## config.mk

```make
export PLATFORM = sky130hd
export DESIGN_NAME = tri_raster_top
export DESIGN_NICKNAME = d
export VERILOG_FILES = /design/src/bus_pkg.sv /design/src/geom_pkg.sv /design/src/tri_raster_top.sv /design/src/pix_write_arb.sv /design/src/line_draw.sv /design/src/tri_cmd_regs.sv
export SDC_FILE = /design/constraint.sdc
export NUM_CORES = 1
export LEC_CHECK = 0
export ABC_AREA = 1
export BUFFER_PORTS_ARGS = -buffer_cell sky130_fd_sc_hd__buf_4
export CORE_AREA = 3 3 265 267
export CTS_CLUSTER_DIAMETER = 100
export DETAILED_ROUTE_END_ITERATION = 10
export DIE_AREA = 0 0 268 270
export SETUP_SLACK_MARGIN = 0.05
export SLEW_MARGIN = 30
export SYNTH_ARGS = -nofsm -noshare
export SYNTH_HDL_FRONTEND = slang
export SYNTH_SLANG_ARGS = --single-unit
```

## constraint.sdc

```tcl
create_clock -name clk_pix -period 5.6 [get_ports clk_pix]
set_input_delay 1.4 -clock clk_pix [delete_from_list [all_inputs] [get_ports clk_pix]]
set_output_delay 1.4 -clock clk_pix [all_outputs]
set_load 0.02 [all_outputs]
```

## src/bus_pkg.sv

```systemverilog
/*
 * bus definitions for the triangle rasterizer
 * Wishbone data width and host register map (word offsets)
 */

package bus_pkg;

    localparam int WB_DW   = 32;  // Wishbone data width
    localparam int HOST_AW = 2;   // host address, word index

    // host register map
    localparam logic [HOST_AW-1:0] REG_V0   = 2'd0;  // vertex 0
    localparam logic [HOST_AW-1:0] REG_V1   = 2'd1;  // vertex 1
    localparam logic [HOST_AW-1:0] REG_V2   = 2'd2;  // vertex 2
    localparam logic [HOST_AW-1:0] REG_ATTR = 2'd3;  // colour and go, busy on read

endpackage

```

## src/geom_pkg.sv

```systemverilog
/*
 * geometry definitions for the triangle rasterizer
 * screen coordinates, colour index and the host data word views
 */

package geom_pkg;

    localparam int CORDW  = 9;  // one screen coordinate
    localparam int COLRW  = 4;  // colour index bits
    localparam int N_EDGE = 3;  // a triangle has three edges

    typedef logic [CORDW-1:0] cord_t;
    typedef logic [COLRW-1:0] colr_t;

    // One 32-bit host data word, read two ways.
    // The register offset decides which view applies:
    //   vertex    : x in the low half, y in the high half, each zero padded
    //   attribute : colour index in the low bits of byte 0, go at bit 8
    typedef union packed {
        logic [1:0][15:0] vert;  // [0] x, [1] y
        logic [3:0][7:0]  attr;  // [0] colour, [1][0] go, rest reserved
    } host_word_u;

endpackage
```

## src/tri_raster_top.sv

```systemverilog
/*
 * triangle outline rasterizer top level
 * command registers, three edge drawers and the framebuffer write arbiter
 */

module tri_raster_top
    import geom_pkg::*;
    import bus_pkg::*;
#(
    parameter int   FB_WIDTH  = 320,
    parameter int   FB_HEIGHT = 240,
    localparam int  FB_AW     = $clog2(FB_WIDTH * FB_HEIGHT)
) (
    input  logic               clk_pix,
    input  logic               rst_n,
    input  logic               host_cyc,
    input  logic               host_stb,
    input  logic               host_we,
    input  logic [HOST_AW-1:0] host_adr,
    input  logic [WB_DW-1:0]   host_dat_w,
    output logic [WB_DW-1:0]   host_dat_r,
    output logic               host_ack,
    output logic               fb_cyc,
    output logic               fb_stb,
    output logic               fb_we,
    output logic [FB_AW-1:0]   fb_adr,
    output logic [WB_DW-1:0]   fb_dat_w,
    input  logic               fb_ack,
    output logic               draw_done
);

    logic               edge_start;
    logic               busy;
    colr_t              colr;
    cord_t [N_EDGE-1:0] edge_x0;
    cord_t [N_EDGE-1:0] edge_y0;
    cord_t [N_EDGE-1:0] edge_x1;
    cord_t [N_EDGE-1:0] edge_y1;
    logic [N_EDGE-1:0]  pix_valid;
    logic [N_EDGE-1:0]  pix_ready;
    logic [N_EDGE-1:0]  edge_done;
    cord_t [N_EDGE-1:0] pix_x;
    cord_t [N_EDGE-1:0] pix_y;

    tri_cmd_regs u_cmd (
        .clk_pix,
        .rst_n,
        .host_cyc,
        .host_stb,
        .host_we,
        .host_adr,
        .host_dat_w,
        .draw_done,
        .host_ack,
        .host_dat_r,
        .edge_start,
        .edge_x0,
        .edge_y0,
        .edge_x1,
        .edge_y1,
        .colr,
        .busy
    );

    // one drawer per triangle edge
    for (genvar i = 0; i < N_EDGE; i++) begin : g_edge
        line_draw u_line (
            .clk_pix,
            .rst_n,
            .edge_start,
            .x0        (edge_x0[i]),
            .y0        (edge_y0[i]),
            .x1        (edge_x1[i]),
            .y1        (edge_y1[i]),
            .pix_ready (pix_ready[i]),
            .pix_valid (pix_valid[i]),
            .pix_x     (pix_x[i]),
            .pix_y     (pix_y[i]),
            .edge_done (edge_done[i])
        );
    end

    pix_write_arb #(
        .FB_WIDTH  (FB_WIDTH),
        .FB_HEIGHT (FB_HEIGHT),
        .FB_AW     (FB_AW)
    ) u_arb (
        .clk_pix,
        .rst_n,
        .pix_valid,
        .pix_x,
        .pix_y,
        .edge_done,
        .colr,
        .busy,
        .fb_ack,
        .pix_ready,
        .fb_cyc,
        .fb_stb,
        .fb_we,
        .fb_adr,
        .fb_dat_w,
        .draw_done
    );

endmodule

```

## src/pix_write_arb.sv

```systemverilog
/*
 * pixel write arbiter
 * round-robin over the edge lanes, clips, and writes through a Wishbone master
 */

module pix_write_arb
    import geom_pkg::*;
    import bus_pkg::*;
#(
    parameter int FB_WIDTH  = 320,
    parameter int FB_HEIGHT = 240,
    parameter int FB_AW     = 17
) (
    input  logic               clk_pix,
    input  logic               rst_n,
    input  logic [N_EDGE-1:0]  pix_valid,
    input  cord_t [N_EDGE-1:0] pix_x,
    input  cord_t [N_EDGE-1:0] pix_y,
    input  logic [N_EDGE-1:0]  edge_done,
    input  colr_t              colr,
    input  logic               busy,
    input  logic               fb_ack,
    output logic [N_EDGE-1:0]  pix_ready,
    output logic               fb_cyc,
    output logic               fb_stb,
    output logic               fb_we,
    output logic [FB_AW-1:0]   fb_adr,
    output logic [WB_DW-1:0]   fb_dat_w,
    output logic               draw_done
);

    localparam int LW = $clog2(N_EDGE);

    logic [LW-1:0] last_lane;  // lane served last
    logic [LW-1:0] grant;
    logic          any_valid;
    logic          take;       // granted pixel transfers this cycle
    logic          in_range;
    logic          armed;      // lanes have started on this triangle
    cord_t         sel_x;
    cord_t         sel_y;

    // nearest valid lane after the last one wins
    always_comb begin : pick
        int idx;
        grant     = last_lane;
        any_valid = 1'b0;
        for (int k = N_EDGE; k > 0; k--) begin
            idx = (int'(last_lane) + k) % N_EDGE;
            if (pix_valid[idx]) begin
                grant     = LW'(idx);
                any_valid = 1'b1;
            end
        end
    end

    assign take = any_valid && !fb_cyc;  // no new pixel while a write is open

    always_comb begin
        pix_ready        = '0;
        pix_ready[grant] = take;
    end

    assign sel_x    = pix_x[grant];
    assign sel_y    = pix_y[grant];
    assign in_range = (sel_x < FB_WIDTH) && (sel_y < FB_HEIGHT);
    assign fb_we    = fb_cyc;  // write only

    always_ff @(posedge clk_pix or negedge rst_n) begin
        if (!rst_n) begin
            fb_cyc    <= 1'b0;
            fb_stb    <= 1'b0;
            last_lane <= '0;
            armed     <= 1'b0;
            draw_done <= 1'b0;
        end else begin
            draw_done <= 1'b0;
            if (take) begin
                last_lane <= grant;
                if (in_range) begin  // clipped pixels are just dropped
                    fb_cyc <= 1'b1;
                    fb_stb <= 1'b1;
                end
            end else if (fb_cyc && fb_ack) begin
                fb_cyc <= 1'b0;
                fb_stb <= 1'b0;
            end

            // lanes still show done from the last triangle until they restart
            if (busy && !(&edge_done)) begin
                armed <= 1'b1;
            end
            if (busy && armed && (&edge_done) && !fb_cyc) begin
                draw_done <= 1'b1;
                armed     <= 1'b0;
            end
        end
    end

    always_ff @(posedge clk_pix) begin
        if (take && in_range) begin
            fb_adr   <= FB_AW'(sel_y) * FB_AW'(FB_WIDTH) + FB_AW'(sel_x);
            fb_dat_w <= WB_DW'(colr);
        end
    end

    a_stb_until_ack: assert property (@(posedge clk_pix) disable iff (!rst_n)
        fb_stb && !fb_ack |=> fb_stb && $stable(fb_adr) && $stable(fb_dat_w));

endmodule

```

## src/line_draw.sv

```systemverilog
/*
 * Bresenham line drawer, all octants
 * emits one pixel per valid/ready handshake from (x0,y0) to (x1,y1)
 */

module line_draw
    import geom_pkg::*;
(
    input  logic  clk_pix,
    input  logic  rst_n,
    input  logic  edge_start,
    input  cord_t x0,
    input  cord_t y0,
    input  cord_t x1,
    input  cord_t y1,
    input  logic  pix_ready,
    output logic  pix_valid,
    output cord_t pix_x,
    output cord_t pix_y,
    output logic  edge_done
);

    localparam logic [1:0] S_IDLE = 2'd0;
    localparam logic [1:0] S_INIT = 2'd1;  // first error term
    localparam logic [1:0] S_DRAW = 2'd2;
    localparam logic [1:0] S_DONE = 2'd3;

    logic [1:0]              state;
    cord_t                   x_end;
    cord_t                   y_end;
    logic                    x_neg;   // step direction
    logic                    y_neg;
    logic signed [CORDW:0]   dx;      // |x1 - x0|
    logic signed [CORDW:0]   dy;      // -|y1 - y0|
    logic signed [CORDW+1:0] err;     // can swing past dx on shallow lines
    logic signed [CORDW+2:0] e2;
    logic                    xfer;
    logic                    last;
    logic                    step_x;
    logic                    step_y;

    assign pix_valid = (state == S_DRAW);
    assign edge_done = (state == S_DONE);
    assign xfer      = pix_valid && pix_ready;
    assign last      = (pix_x == x_end) && (pix_y == y_end);
    assign e2        = {err, 1'b0};
    assign step_x    = (e2 >= dy);
    assign step_y    = (e2 <= dx);

    always_ff @(posedge clk_pix or negedge rst_n) begin
        if (!rst_n) begin
            state <= S_IDLE;
        end else begin
            case (state)
                S_INIT:  state <= S_DRAW;
                S_DRAW:  if (xfer && last) state <= S_DONE;
                default: if (edge_start) state <= S_INIT;  // idle or done
            endcase
        end
    end

    always_ff @(posedge clk_pix) begin
        case (state)
            S_INIT: err <= dx + dy;
            S_DRAW: begin
                if (xfer && !last) begin  // advance only on a transfer
                    if (step_x) begin
                        pix_x <= x_neg ? pix_x - 1'b1 : pix_x + 1'b1;
                    end
                    if (step_y) begin
                        pix_y <= y_neg ? pix_y - 1'b1 : pix_y + 1'b1;
                    end
                    if (step_x && step_y) begin
                        err <= err + dx + dy;
                    end else if (step_x) begin
                        err <= err + dy;
                    end else begin
                        err <= err + dx;
                    end
                end
            end
            default: begin
                if (edge_start) begin
                    pix_x <= x0;
                    pix_y <= y0;
                    x_end <= x1;
                    y_end <= y1;
                    x_neg <= (x1 < x0);
                    y_neg <= (y1 < y0);
                    dx    <= (x1 < x0) ? x0 - x1 : x1 - x0;
                    dy    <= (y1 < y0) ? y1 - y0 : y0 - y1;  // negative magnitude
                end
            end
        endcase
    end

    a_hold_pixel: assert property (@(posedge clk_pix) disable iff (!rst_n)
        pix_valid && !pix_ready |=> pix_valid && $stable(pix_x) && $stable(pix_y));

endmodule

```

## src/tri_cmd_regs.sv

```systemverilog
/*
 * triangle command registers
 * Wishbone classic slave holding three vertices and a colour, starts the edges
 */

module tri_cmd_regs
    import geom_pkg::*;
    import bus_pkg::*;
(
    input  logic                clk_pix,
    input  logic                rst_n,
    input  logic                host_cyc,
    input  logic                host_stb,
    input  logic                host_we,
    input  logic [HOST_AW-1:0]  host_adr,
    input  logic [WB_DW-1:0]    host_dat_w,
    input  logic                draw_done,
    output logic                host_ack,
    output logic [WB_DW-1:0]    host_dat_r,
    output logic                edge_start,
    output cord_t [N_EDGE-1:0]  edge_x0,
    output cord_t [N_EDGE-1:0]  edge_y0,
    output cord_t [N_EDGE-1:0]  edge_x1,
    output cord_t [N_EDGE-1:0]  edge_y1,
    output colr_t               colr,
    output logic                busy
);

    host_word_u         wr_word;  // write data, decoded by offset
    host_word_u         rd_word;
    cord_t [N_EDGE-1:0] vx;
    cord_t [N_EDGE-1:0] vy;
    logic               req;      // new request, not yet acked
    logic               go_acc;   // go accepted, start on next cycle

    assign wr_word = host_dat_w;
    assign req     = host_cyc && host_stb && !host_ack;

    always_ff @(posedge clk_pix or negedge rst_n) begin
        if (!rst_n) begin
            host_ack   <= 1'b0;
            busy       <= 1'b0;
            go_acc     <= 1'b0;
            edge_start <= 1'b0;
            colr       <= '0;
        end else begin
            host_ack   <= req;
            edge_start <= go_acc;  // one cycle after the ack
            go_acc     <= 1'b0;
            if (draw_done) begin
                busy <= 1'b0;
            end
            if (req && host_we && host_adr == REG_ATTR && !busy) begin
                colr <= wr_word.attr[0][COLRW-1:0];
                if (wr_word.attr[1][0]) begin  // go bit
                    busy   <= 1'b1;
                    go_acc <= 1'b1;
                end
            end
        end
    end

    // vertex writes land only while idle
    always_ff @(posedge clk_pix) begin
        if (req && host_we && !busy) begin
            case (host_adr)
                REG_V0, REG_V1, REG_V2: begin
                    vx[host_adr] <= wr_word.vert[0][CORDW-1:0];
                    vy[host_adr] <= wr_word.vert[1][CORDW-1:0];
                end
                default: ;
            endcase
        end
    end

    always_comb begin
        rd_word = '0;
        if (host_adr == REG_ATTR) begin
            rd_word.attr[0][0] = busy;
        end else begin
            rd_word.vert[0] = 16'(vx[host_adr]);
            rd_word.vert[1] = 16'(vy[host_adr]);
        end
    end

    always_ff @(posedge clk_pix) begin
        if (req) begin
            host_dat_r <= rd_word;
        end
    end

    // edge i runs from vertex i to the next vertex, wrapping
    always_comb begin
        for (int i = 0; i < N_EDGE; i++) begin
            edge_x0[i] = vx[i];
            edge_y0[i] = vy[i];
            edge_x1[i] = vx[(i + 1) % N_EDGE];
            edge_y1[i] = vy[(i + 1) % N_EDGE];
        end
    end

    a_ack_after_req: assert property (@(posedge clk_pix) disable iff (!rst_n)
        host_ack |-> $past(host_cyc && host_stb));

    // a start lies inside the busy period its go opened
    a_start_from_idle: assert property (@(posedge clk_pix) disable iff (!rst_n)
        edge_start |-> busy);

endmodule

```

**Yosys cells after proc, flatten, opt, wreduce, memory -nomap -nowiden**

Cells that the tools add are included.

- Add/sub/neg operators: 40
- Multipliers: 1
- Divide/modulo/power cells: 3
- Magnitude comparators: 21
- Equality and inequality tests: 31
- Multiplexer cells: 96
- Bitwise operators: 7
- Reductions and logical operators: 72

Operator list:

| operator | number |
|---|---|
| $mux 9 | 29 |
| $sub 9x9->10 | 12 |
| $pmux 9 s2 | 6 |
| $add 11x10->11 | 9 |
| $mux 11 | 9 |
| $lt 32x4->1 const B | 3 |
| $mod 32x3->32 const B | 3 |
| $bmux 9 s2 | 4 |
| $pmux 11 s2 | 3 |
| $mux 10 | 6 |
| $add 9x1->9 const B | 6 |
| $bwmux 27 | 2 |
| $eq 9x9->1 | 6 |
| $lt 9x9->1 | 6 |
| $sub 9x1->9 const B | 6 |
| $ge 12x10->1 | 3 |
| $le 12x10->1 | 3 |
| $add 10x10->11 | 3 |
| $logic_and 1x1->1 | 31 |
| $ne 2x2->1 const B | 13 |
| $reduce_and 4->1 | 6 |
| $mux 1 | 22 |
| $reduce_and 2->1 | 11 |
| $demux 9 s2 | 1 |
| other kinds (23) | 68 |

- Register bits: 333
- Output and inout bits: 86
- Logic and storage cells: 320

**Logic depth before layout (Yosys ltp)**

Gate-level depths: netlist (run 1).

- Depth after elaboration: 17
- Mapped depth: 33

**Hierarchy**

From an unflattened synthesis (run 1), not the netlist that was laid out.

- Cells, all modules: 3,784
- Area total of the unflattened synthesis: 29,549.6 um2

By module, submodules not included:

| module | instances | cells an instance | area each (um2) | seq. area each (um2) |
|---|---|---|---|---|
| line_draw | 3 | 1,068 | 7,875.1 | 2,122.0 |
| tri_cmd_regs | 1 | 262 | 3,479.6 | 2,362.3 |
| pix_write_arb | 1 | 318 | 2,444.8 | 755.7 |

**Least setup slack after synthesis (run 1)**

OpenSTA, ideal clock, no wires.

- Kind: register to register
- From: register u_arb.last_lane[0]
- To: register u_arb.fb_adr[16] (data pin)
- Setup time: 252 ps
- Arrival: 3,666 ps
- Path slack: 1,682 ps
- Cell stages (with the launch flop): 28
- Buffers on the path: 2
- Period minus slack after synthesis: 3,918 ps
- Path through: dfrtp_1 inv_1 ha_1 inv_2 nand2_1 nand3_1 nand2_2 nand2_1 inv_2 nand2_2 nand2_4 buf_6 buf_6 a21oi_1 o21ai_1 o21a_1 nor2_1 nor2_1 ha_1 fa_1 a21oi_1 o21bai_1 xor2_1 nand2_1 nor2_1 nand3_1 nand2_1 nand2_1

- Word-level cells in the longest chain between the ends: 12
- Elaborated cells on any way between the ends: 24
- Classes of those cells: add/sub (4); mul (1); div (3); mux (16)

RTL lines:

| element | RTL line | source |
|---|---|---|
| start, declared | pix_write_arb.sv:34 | `logic [LW-1:0] last_lane;` |
| start signal, assigned | pix_write_arb.sv:79 | `last_lane <= grant;` |
| $add 2x2->3 | pix_write_arb.sv:49 | `idx = (int'(last_lane) + k) % N_EDGE;` |
| $mod 32x3->32 | pix_write_arb.sv:49 |  |
| $bmux 1 s2 | pix_write_arb.sv:50 | `if (pix_valid[idx]) begin` |
| $mux 1 (implied by the code) (2 in a row) | pix_write_arb.sv:50 |  |
| $mux 2 (2 in a row) | pix_write_arb.sv:50 |  |
| $mux 2 (*) | pix_write_arb.sv:50 |  |
| $bmux 9 s2 | pix_write_arb.sv:65 | `assign sel_y = pix_y[grant];` |
| $mux 9 (implied by the code) | pix_write_arb.sv:65 |  |
| $mul 9x3->11 | pix_write_arb.sv:102 | `fb_adr <= FB_AW'(sel_y) * FB_AW'(FB_WIDTH) + FB_AW'(sel_x);` |
| $add 17x9->17 (*) | pix_write_arb.sv:102 |  |
| end signal, assigned | pix_write_arb.sv:102 |  |
| end, declared | pix_write_arb.sv:27 | `output logic [FB_AW-1:0] fb_adr,` |

Mark *: on every way between the ends. The rest lies on a longest branch, timed or not. The select of a mux whose other input is x is not followed.
A chain may end at the register's enable or synchronous reset.

**Final worst setup path (run 1)**

- From: register g_edge[2].u_line.state[0]
- To: register u_arb.fb_adr[16] (data pin)

- Word-level cells in the longest chain between the ends: 11
- Elaborated cells on any way between the ends: 19
- Classes of those cells: add/sub (1); mul (1); eq/ne (1); mux (16)

RTL lines:

| element | RTL line | source |
|---|---|---|
| start, declared | line_draw.sv:28 | `logic [1:0] state;` |
| start signal, assigned | line_draw.sv:52 | `state <= S_IDLE;` |
| start signal, assigned | line_draw.sv:55 | `S_INIT: state <= S_DRAW;` |
| start signal, assigned | line_draw.sv:56 | `S_DRAW: if (xfer && last) state <= S_DONE;` |
| $eq 2x2->1 (*) | line_draw.sv:42 | `assign pix_valid = (state == S_DRAW);` |
| $bmux 1 s2 | pix_write_arb.sv:50 |  |
| $mux 1 (implied by the code) (2 in a row) | pix_write_arb.sv:50 |  |
| $mux 2 (2 in a row) | pix_write_arb.sv:50 |  |
| $mux 2 (*) | pix_write_arb.sv:50 |  |
| $bmux 9 s2 | pix_write_arb.sv:65 |  |
| $mux 9 (implied by the code) | pix_write_arb.sv:65 |  |
| $mul 9x3->11 | pix_write_arb.sv:102 |  |
| $add 17x9->17 (*) | pix_write_arb.sv:102 |  |

Marks and branches as above.

==> run metrics, run 1 <==
maximum vdd drop=0.148 mV; final setup fails=0; CP startpoint kind=register; relative slew slack=35.7%; critical path fanouts, max=22; first-pass GRT wire length=122 mm; unrepaired setup endpoints after global routing=no; kind of critical path=reg2reg; proportion of layout cells with a drive suffix above 1=7.58%; DR vias=22,400; Arr. time, crit path=5.17 ns; number of DRC markers in iteration 0=1,768; final setup margin=0.735 ns; placed cell area=0.0285 sq mm; yosys warns=0; maximum number of pins on one net before global-route repair=41; Initial Util=39.7%; max frequency=0.206 GHz; FF+latch count, synth=319; Avg Cell Area, Syn=8.38 sq um; post-synthesis cell count=3,236; Design Area, Final=0.0298 sq mm; sequential share of the synthesized area=35.0%; fin cells=4,233; clock sink count=319; Synth Flop Type=edfxtp_1; status=finished clean; cts repair resizes=0; Post-synth EDFFs=300; Clock Root Buffer=clkbuf_16; clock tree buffer depth=3; area added between synthesis and finish=10.0%; hold crit path type=reg2reg; Port-buffer cells=69; total power=5.32 mW; post-route setup TNS=0 ns; H-tree depth=2; clock skew=0.0321 ns; row count=96; final core occ=43.7%; Worst setup EP type=register; Mapped Area=0.0271 sq mm; GRT overflow=0; Final nets=3,757; drt via density=5.29; filler instances=6,710; CTS buffer count=39; clock latency on the worst-skew pair=0.57 ns; antenna fix cells=0; CTS tree=built; Post-synth ARST share=5.96%; vias in the first global route=21,500; Worst-path clk slew=0.06 ns; Synth cell types=55; Final min period=4.87 ns; height of the die=270 um; Final Hold Viols=0; I/O Pins=126; antenna violations before repair=0; residual DRC count=0; Period Utilization, post-route=86.9%; # Max-Cap Violations=0; Die Footprint=0.0724 sq mm; P_leak=13.7 nW; dpl ws=0.821 ns; Routability Congestion=0.911; DR pass1 iterations=6; Slew @ Worst Pin=0.963 ns; fin. max-slew vios=0; DRT antenna net count=0; HPWL Detailed=61.6 mm; core area=0.0683 sq mm; postcts setup bufs=0; WL/cell=18.6 um; gr usage total=21.6%; cts-stage hold buffer count=0; WL final=78.6 mm; Hold Worst Slack=0.439 ns; Crit path required time=5.90 ns; Cells after DPL=4,164; Cell Pwr Density=178 mW/mm^2; die width=268 um
==> path summary, 6_finish.rpt <==
| check | start | end | slack (ns) | depth (start not counted) |
|---|---|---|---|---|
| setup / recovery | g_edge[2].u_line.state[0]$_DFFE_PN0P_ | u_arb.fb_adr[16]$_DFFE_PP_ | 0.73 | 23 |
| hold / removal | u_cmd.go_acc$_DFF_PN0_ | u_cmd.edge_start$_DFF_PN0_ | 0.44 | 0 |
| setup reg to reg | g_edge[2].u_line.state[0]$_DFFE_PN0P_ | u_arb.fb_adr[16]$_DFFE_PP_ | 0.73 | 23 |
| hold reg to reg | u_cmd.go_acc$_DFF_PN0_ | u_cmd.edge_start$_DFF_PN0_ | 0.44 | 0 |
| max in group asynchronous | rst_n | u_arb.fb_cyc$_DFFE_PN0P_ | 4.61 | 1 |
| min in group asynchronous | rst_n | u_cmd.colr[0]$_DFFE_PN0P_ | 0.73 | 1 |
==> cells by family (layout without fill, tap and decap cells) <==
kind of cell             Yosys count  after routing  share of synthesized area, %
multiplexers                      26             26                         0.978
XOR/XNOR                         173            173                          5.59
flip-flops                       319            319                          35.0
buffers and inverters            502            576                          7.76
other                              1             42                        0.0138
adder cells (fa/ha/maj)          394            394                          19.1
AND/OR/NAND/NOR                 1210           1210                          18.9
AO/OA/AOI/OAI                    611            611                          12.7
==> power breakdown <==
group	leakage (nW)	switching, mW	total, mW	internal (mW)
combinational	10.1	0.0693	0.0938	0.0245
sequential	2.95	0.00201	2.59	2.59
clock	0.634	1.08	2.64	1.56
total	13.7	1.15	5.32	4.17
==> state kept, by name, summed over array words and instances (netlist names), 3 cells and up <==
| register | count |
|---|---|
| g_edge.u_line.err | 33 |
| g_edge.u_line.dx | 30 |
| g_edge.u_line.dy | 30 |
| g_edge.u_line.pix_x | 27 |
| g_edge.u_line.pix_y | 27 |
| g_edge.u_line.x_end | 27 |
| g_edge.u_line.y_end | 27 |
| u_cmd.edge_x0 | 27 |
| u_cmd.edge_y0 | 27 |
| u_cmd.host_dat_r | 18 |
| u_arb.fb_adr | 17 |
| g_edge.u_line.state | 6 |
| u_arb.fb_dat_w | 4 |
| u_cmd.colr | 4 |
| g_edge.u_line.x_neg | 3 |
| g_edge.u_line.y_neg | 3 |
==> layout make-up <==
cell class | instances | area (sq um) | area share (%)
clock buffers | 50 | 1040 | 3.48
clock inverters | 19 | 258 | 0.864
inverters | 416 | 1560 | 5.24
multi-input cells | 2456 | 15700 | 52.6
flip-flops and latches | 319 | 9480 | 31.8
well taps | 882 | 1100 | 3.70
repair buffers | 91 | 683 | 2.29
==> placed cells by master, fill, tap and decap left out, types with 23 or more instances in the layout <==
cell type,synthesis,final
o221ai_1,23,23
o21ai_0,192,189
ha_1,362,362
conb_1,1,42
or2_2,47,47
clkbuf_16,0,39
xnor2_1,52,52
nand3_1,167,167
nor3_1,29,29
nand2_1,688,688
nor2_1,212,207
inv_1,402,398
edfxtp_1,300,300
o22ai_1,24,24
a21oi_1,267,263
buf_4,48,91
fa_1,32,32
xor2_1,121,121
==> Yosys cell counts, types with 12 or more instances <==
cell type	instances	area, sq um
nand2_1	688	2580
inv_1	402	1510
a21oi_1	267	1340
clkbuf_1	23	86.3
mux2i_1	22	220
o211ai_1	21	158
xnor2_1	52	455
dfrtp_1	19	475
o21ai_0	192	961
buf_2	12	60.1
a31oi_1	16	100
xor2_1	121	1060
nor2_1	212	796
nand4_1	22	138
nor3_1	29	145
buf_4	48	360
or2_2	47	294
edfxtp_1	300	9010
nand2_2	15	93.8
o22ai_1	24	150
fa_1	32	641
o221ai_1	23	201
nand3_1	167	836
ha_1	362	4530
==> worst max-delay path, cell delays in order, from the launching register on <==
cell and delay (ns):
dfrtp_1 0.43, inv_1 0.08, ha_1 0.39, inv_2 0.23, o21ai_1 0.20, nand2_2 0.11
inv_2 0.08, nand2_2 0.12, nand2_4 0.26, clkinv_1 0.35, o211ai_1 0.30, o21a_1 0.17
inv_1 0.06, ha_1 0.20, ha_1 0.20, fa_1 0.41, a21oi_1 0.17, o21bai_1 0.11
xor2_1 0.25, nand2_1 0.12, nor2_1 0.16, nand3_1 0.09, nand2_1 0.06, nand2_1 0.05
==> metal layers <==
layer / global-route usage (%) / vias up / share of wire, %
li1: - / 11100 / -
met1: 31.6 / 10500 / 48
met2: 33.0 / 648 / 43
met3: 3.12 / 119 / 6.7
met4: 6.21 / 0 / 2.6
met5: 0 / - / 0
Note: power is estimated with default switching activity, not from simulation.
==> inputs of run 2 (changes only) <==
- PLACE_DENSITY: not set -> 0.6
- SLEW_MARGIN: 30 -> 20
==> run 2 against run 1 <==
Register-to-register slack better by 0.04 ns. Total power decreased by 0.83%. Hold slack improved by 0.0025 ns. Critical path type unchanged. Largest cell class unchanged. Largest power group is now sequential cells.
==> run metrics, run 2 (synthesis results as in run 1) <==
clock tree buffer depth=3 (unchanged); Die Footprint=0.0724 sq mm (unchanged); GRT overflow=0 (unchanged); total power=5.27 mW (-0.83%); commonest non-fill, non-tap cells in the layout=688 x nand2_1, 399 x inv_1, 362 x ha_1; clock latency on the worst-skew pair=0.59 ns (+0.02 ns); Period Utilization, post-route=86.1% (-0.78 points); antenna violations before repair=0 (unchanged); register area=0.00948 sq mm (unchanged); H-tree depth=2 (unchanged); HPWL Detailed=61.6 mm (about the same); max frequency=0.207 GHz (+0.91%); postcts setup bufs=0 (unchanged); fin cells=4,232 (-0.024%); post-route setup TNS=0 ns (unchanged); antenna fix cells=0 (unchanged); DR pass1 iterations=5 (-1); row count=96 (unchanged); residual DRC count=0 (unchanged); Final nets=3,757 (unchanged); I/O Pins=126 (unchanged); final setup margin=0.779 ns (+0.0439 ns); placed cell area=0.0285 sq mm (about the same); Hold Worst Slack=0.441 ns (+0.00251 ns); CP max stage delay=0.43 ns (about the same); first-pass GRT wire length=122 mm (+0.11%); CTS buffer count=39 (unchanged); DR vias=22,400 (+0.13%); maximum number of pins on one net before global-route repair=41 (unchanged); vias in the first global route=21,500 (unchanged); clock skew=0.0467 ns (+0.0146 ns); Multi-input gate area=0.0157 sq mm (-0.11%); proportion of layout cells with a drive suffix above 1=7.34% (-0.24 points); Design Area, Final=0.0298 sq mm (-0.18%); WL final=78.6 mm (about the same); kind of critical path=reg2reg; Routability Congestion=0.911 (unchanged); max reg flops=33 (unchanged); drt via density=5.30 (+0.16%); fin. max-slew vios=0 (unchanged); Crit-path slowest cell=dfrtp_1; Power Internal=4.13 mW (-0.92%); # Max-Cap Violations=0 (unchanged); hold crit path type=reg2reg; Slew @ Worst Pin=1.10 ns (+0.141 ns); Port-buffer cells=69 (unchanged); sw frac=21.7% (+0.069 points); critical path fanouts, max=22 (unchanged); Worst setup EP type=register; Initial Util=39.7% (unchanged); Crit path required time=5.90 ns (about the same); final core occ=43.6% (-0.077 points); unrepaired setup endpoints after global routing=no; DRT antenna net count=0 (unchanged); crit path cell chain=inv_1, ha_1, inv_2, o21ai_2, nand2_2, nand3_1, nand2_2, nand2_4, clkinv_1, o211ai_1, o21a_1, inv_1, ha_1, ha_1, fa_1, a21oi_1, o21bai_1, xor2_1, nand2_1, nor2_1, nand3_1, nand2_1, nand2_1; Seq pwr share=49.1% (+0.4 points); CP startpoint kind=register; height of the die=270 um (unchanged); Clock Root Buffer=clkbuf_16; Largest regs=g_edge.u_line.err x33, g_edge.u_line.dx x30, g_edge.u_line.dy x30; Final Hold Viols=0 (unchanged); maximum vdd drop=0.185 mV (+25%); core area=0.0683 sq mm (unchanged); Comb pwr share=1.8% (about the same); Cells after DPL=4,164 (unchanged); die width=268 um (unchanged); Worst-path clk slew=0.06 ns (about the same); commonest non-fill, non-tap cell in the layout=nand2_1; Cell Pwr Density=177 mW/mm^2 (-0.66%); cts repair resizes=0 (unchanged); Net Sw Power=1.15 mW (-0.52%); Arr. time, crit path=5.12 ns (-0.05 ns); number of DRC markers in iteration 0=1,879 (+6.3%); dpl ws=0.824 ns (+0.00333 ns); gr usage total=21.6% (about the same); filler instances=6,768 (+0.86%); Final min period=4.82 ns (-0.0439 ns); status=finished clean; P_leak=13.6 nW (-0.13%); area added between synthesis and finish=9.85%; relative slew slack=26.3% (-9.3 points); clock share of power=49.1% (-0.5 points); clock sink count=319 (unchanged); cts-stage hold buffer count=0 (unchanged); most flop-heavy register=g_edge.u_line.err; final setup fails=0 (unchanged); CTS tree=built; WL/cell=18.6 um (about the same)
-- run 2: worst paths after layout --
check | endpoint | cells past startpoint | from | slack [ns]
hold / removal | u_cmd.edge_start$_DFF_PN0_ | 0 | u_cmd.go_acc$_DFF_PN0_ | 0.44
hold reg to reg | u_cmd.edge_start$_DFF_PN0_ | 0 | u_cmd.go_acc$_DFF_PN0_ | 0.44
setup reg to reg | u_arb.fb_adr[16]$_DFFE_PP_ | 23 | g_edge[2].u_line.state[0]$_DFFE_PN0P_ | 0.78
max in group asynchronous | u_arb.fb_cyc$_DFFE_PN0P_ | 1 | rst_n | 4.61
min in group asynchronous | u_cmd.colr[0]$_DFFE_PN0P_ | 1 | rst_n | 0.73
setup / recovery | u_arb.fb_adr[16]$_DFFE_PP_ | 23 | g_edge[2].u_line.state[0]$_DFFE_PN0P_ | 0.78
-- run 2: area by class of cell --
class	instances	share of cell area [%]
clock buffers	52	3.54
clock inverters	16	0.689
inverters	416	5.25
multi-input cells	2456	52.7
flip-flops and latches	319	31.8
well taps	882	3.70
repair buffers	91	2.29
-- run 2: per-layer routing --
layer  up-vias  part of all wire, %  wire [um]  global-route usage (%)
met5         -                    0          0                       0
met4         0                  2.7       2100                    6.30
met3       122                  7.1       5580                    3.01
met2       709                   43      33600                    33.0
met1     10500                   48      37300                    31.7
li1      11100                    -          -                       -
-- run 2: power by group through the flow --
stage | Combinational (mW) | Sequential (mW) | Clock [mW]
after floorplan | 0.0612 | 2.65 | 0
after global placement | 0.0919 | 2.64 | 0
after detailed placement | 0.0919 | 2.64 | 0
after CTS | 0.0926 | 2.59 | 2.64
after global routing | 0.100 | 2.59 | 2.71
final | 0.0939 | 2.59 | 2.59
-- run 2: worst max-delay path, delay by kind of cell, from the launching register on --
family | cells | cell delay, ns
AO/OA/AOI/OAI | 5 | 0.93
XOR/XNOR | 1 | 0.25
adder cells (fa/ha/maj) | 4 | 1.20
buffers and inverters | 4 | 0.70
flip-flops | 1 | 0.43
AND/OR/NAND/NOR | 9 | 1.04
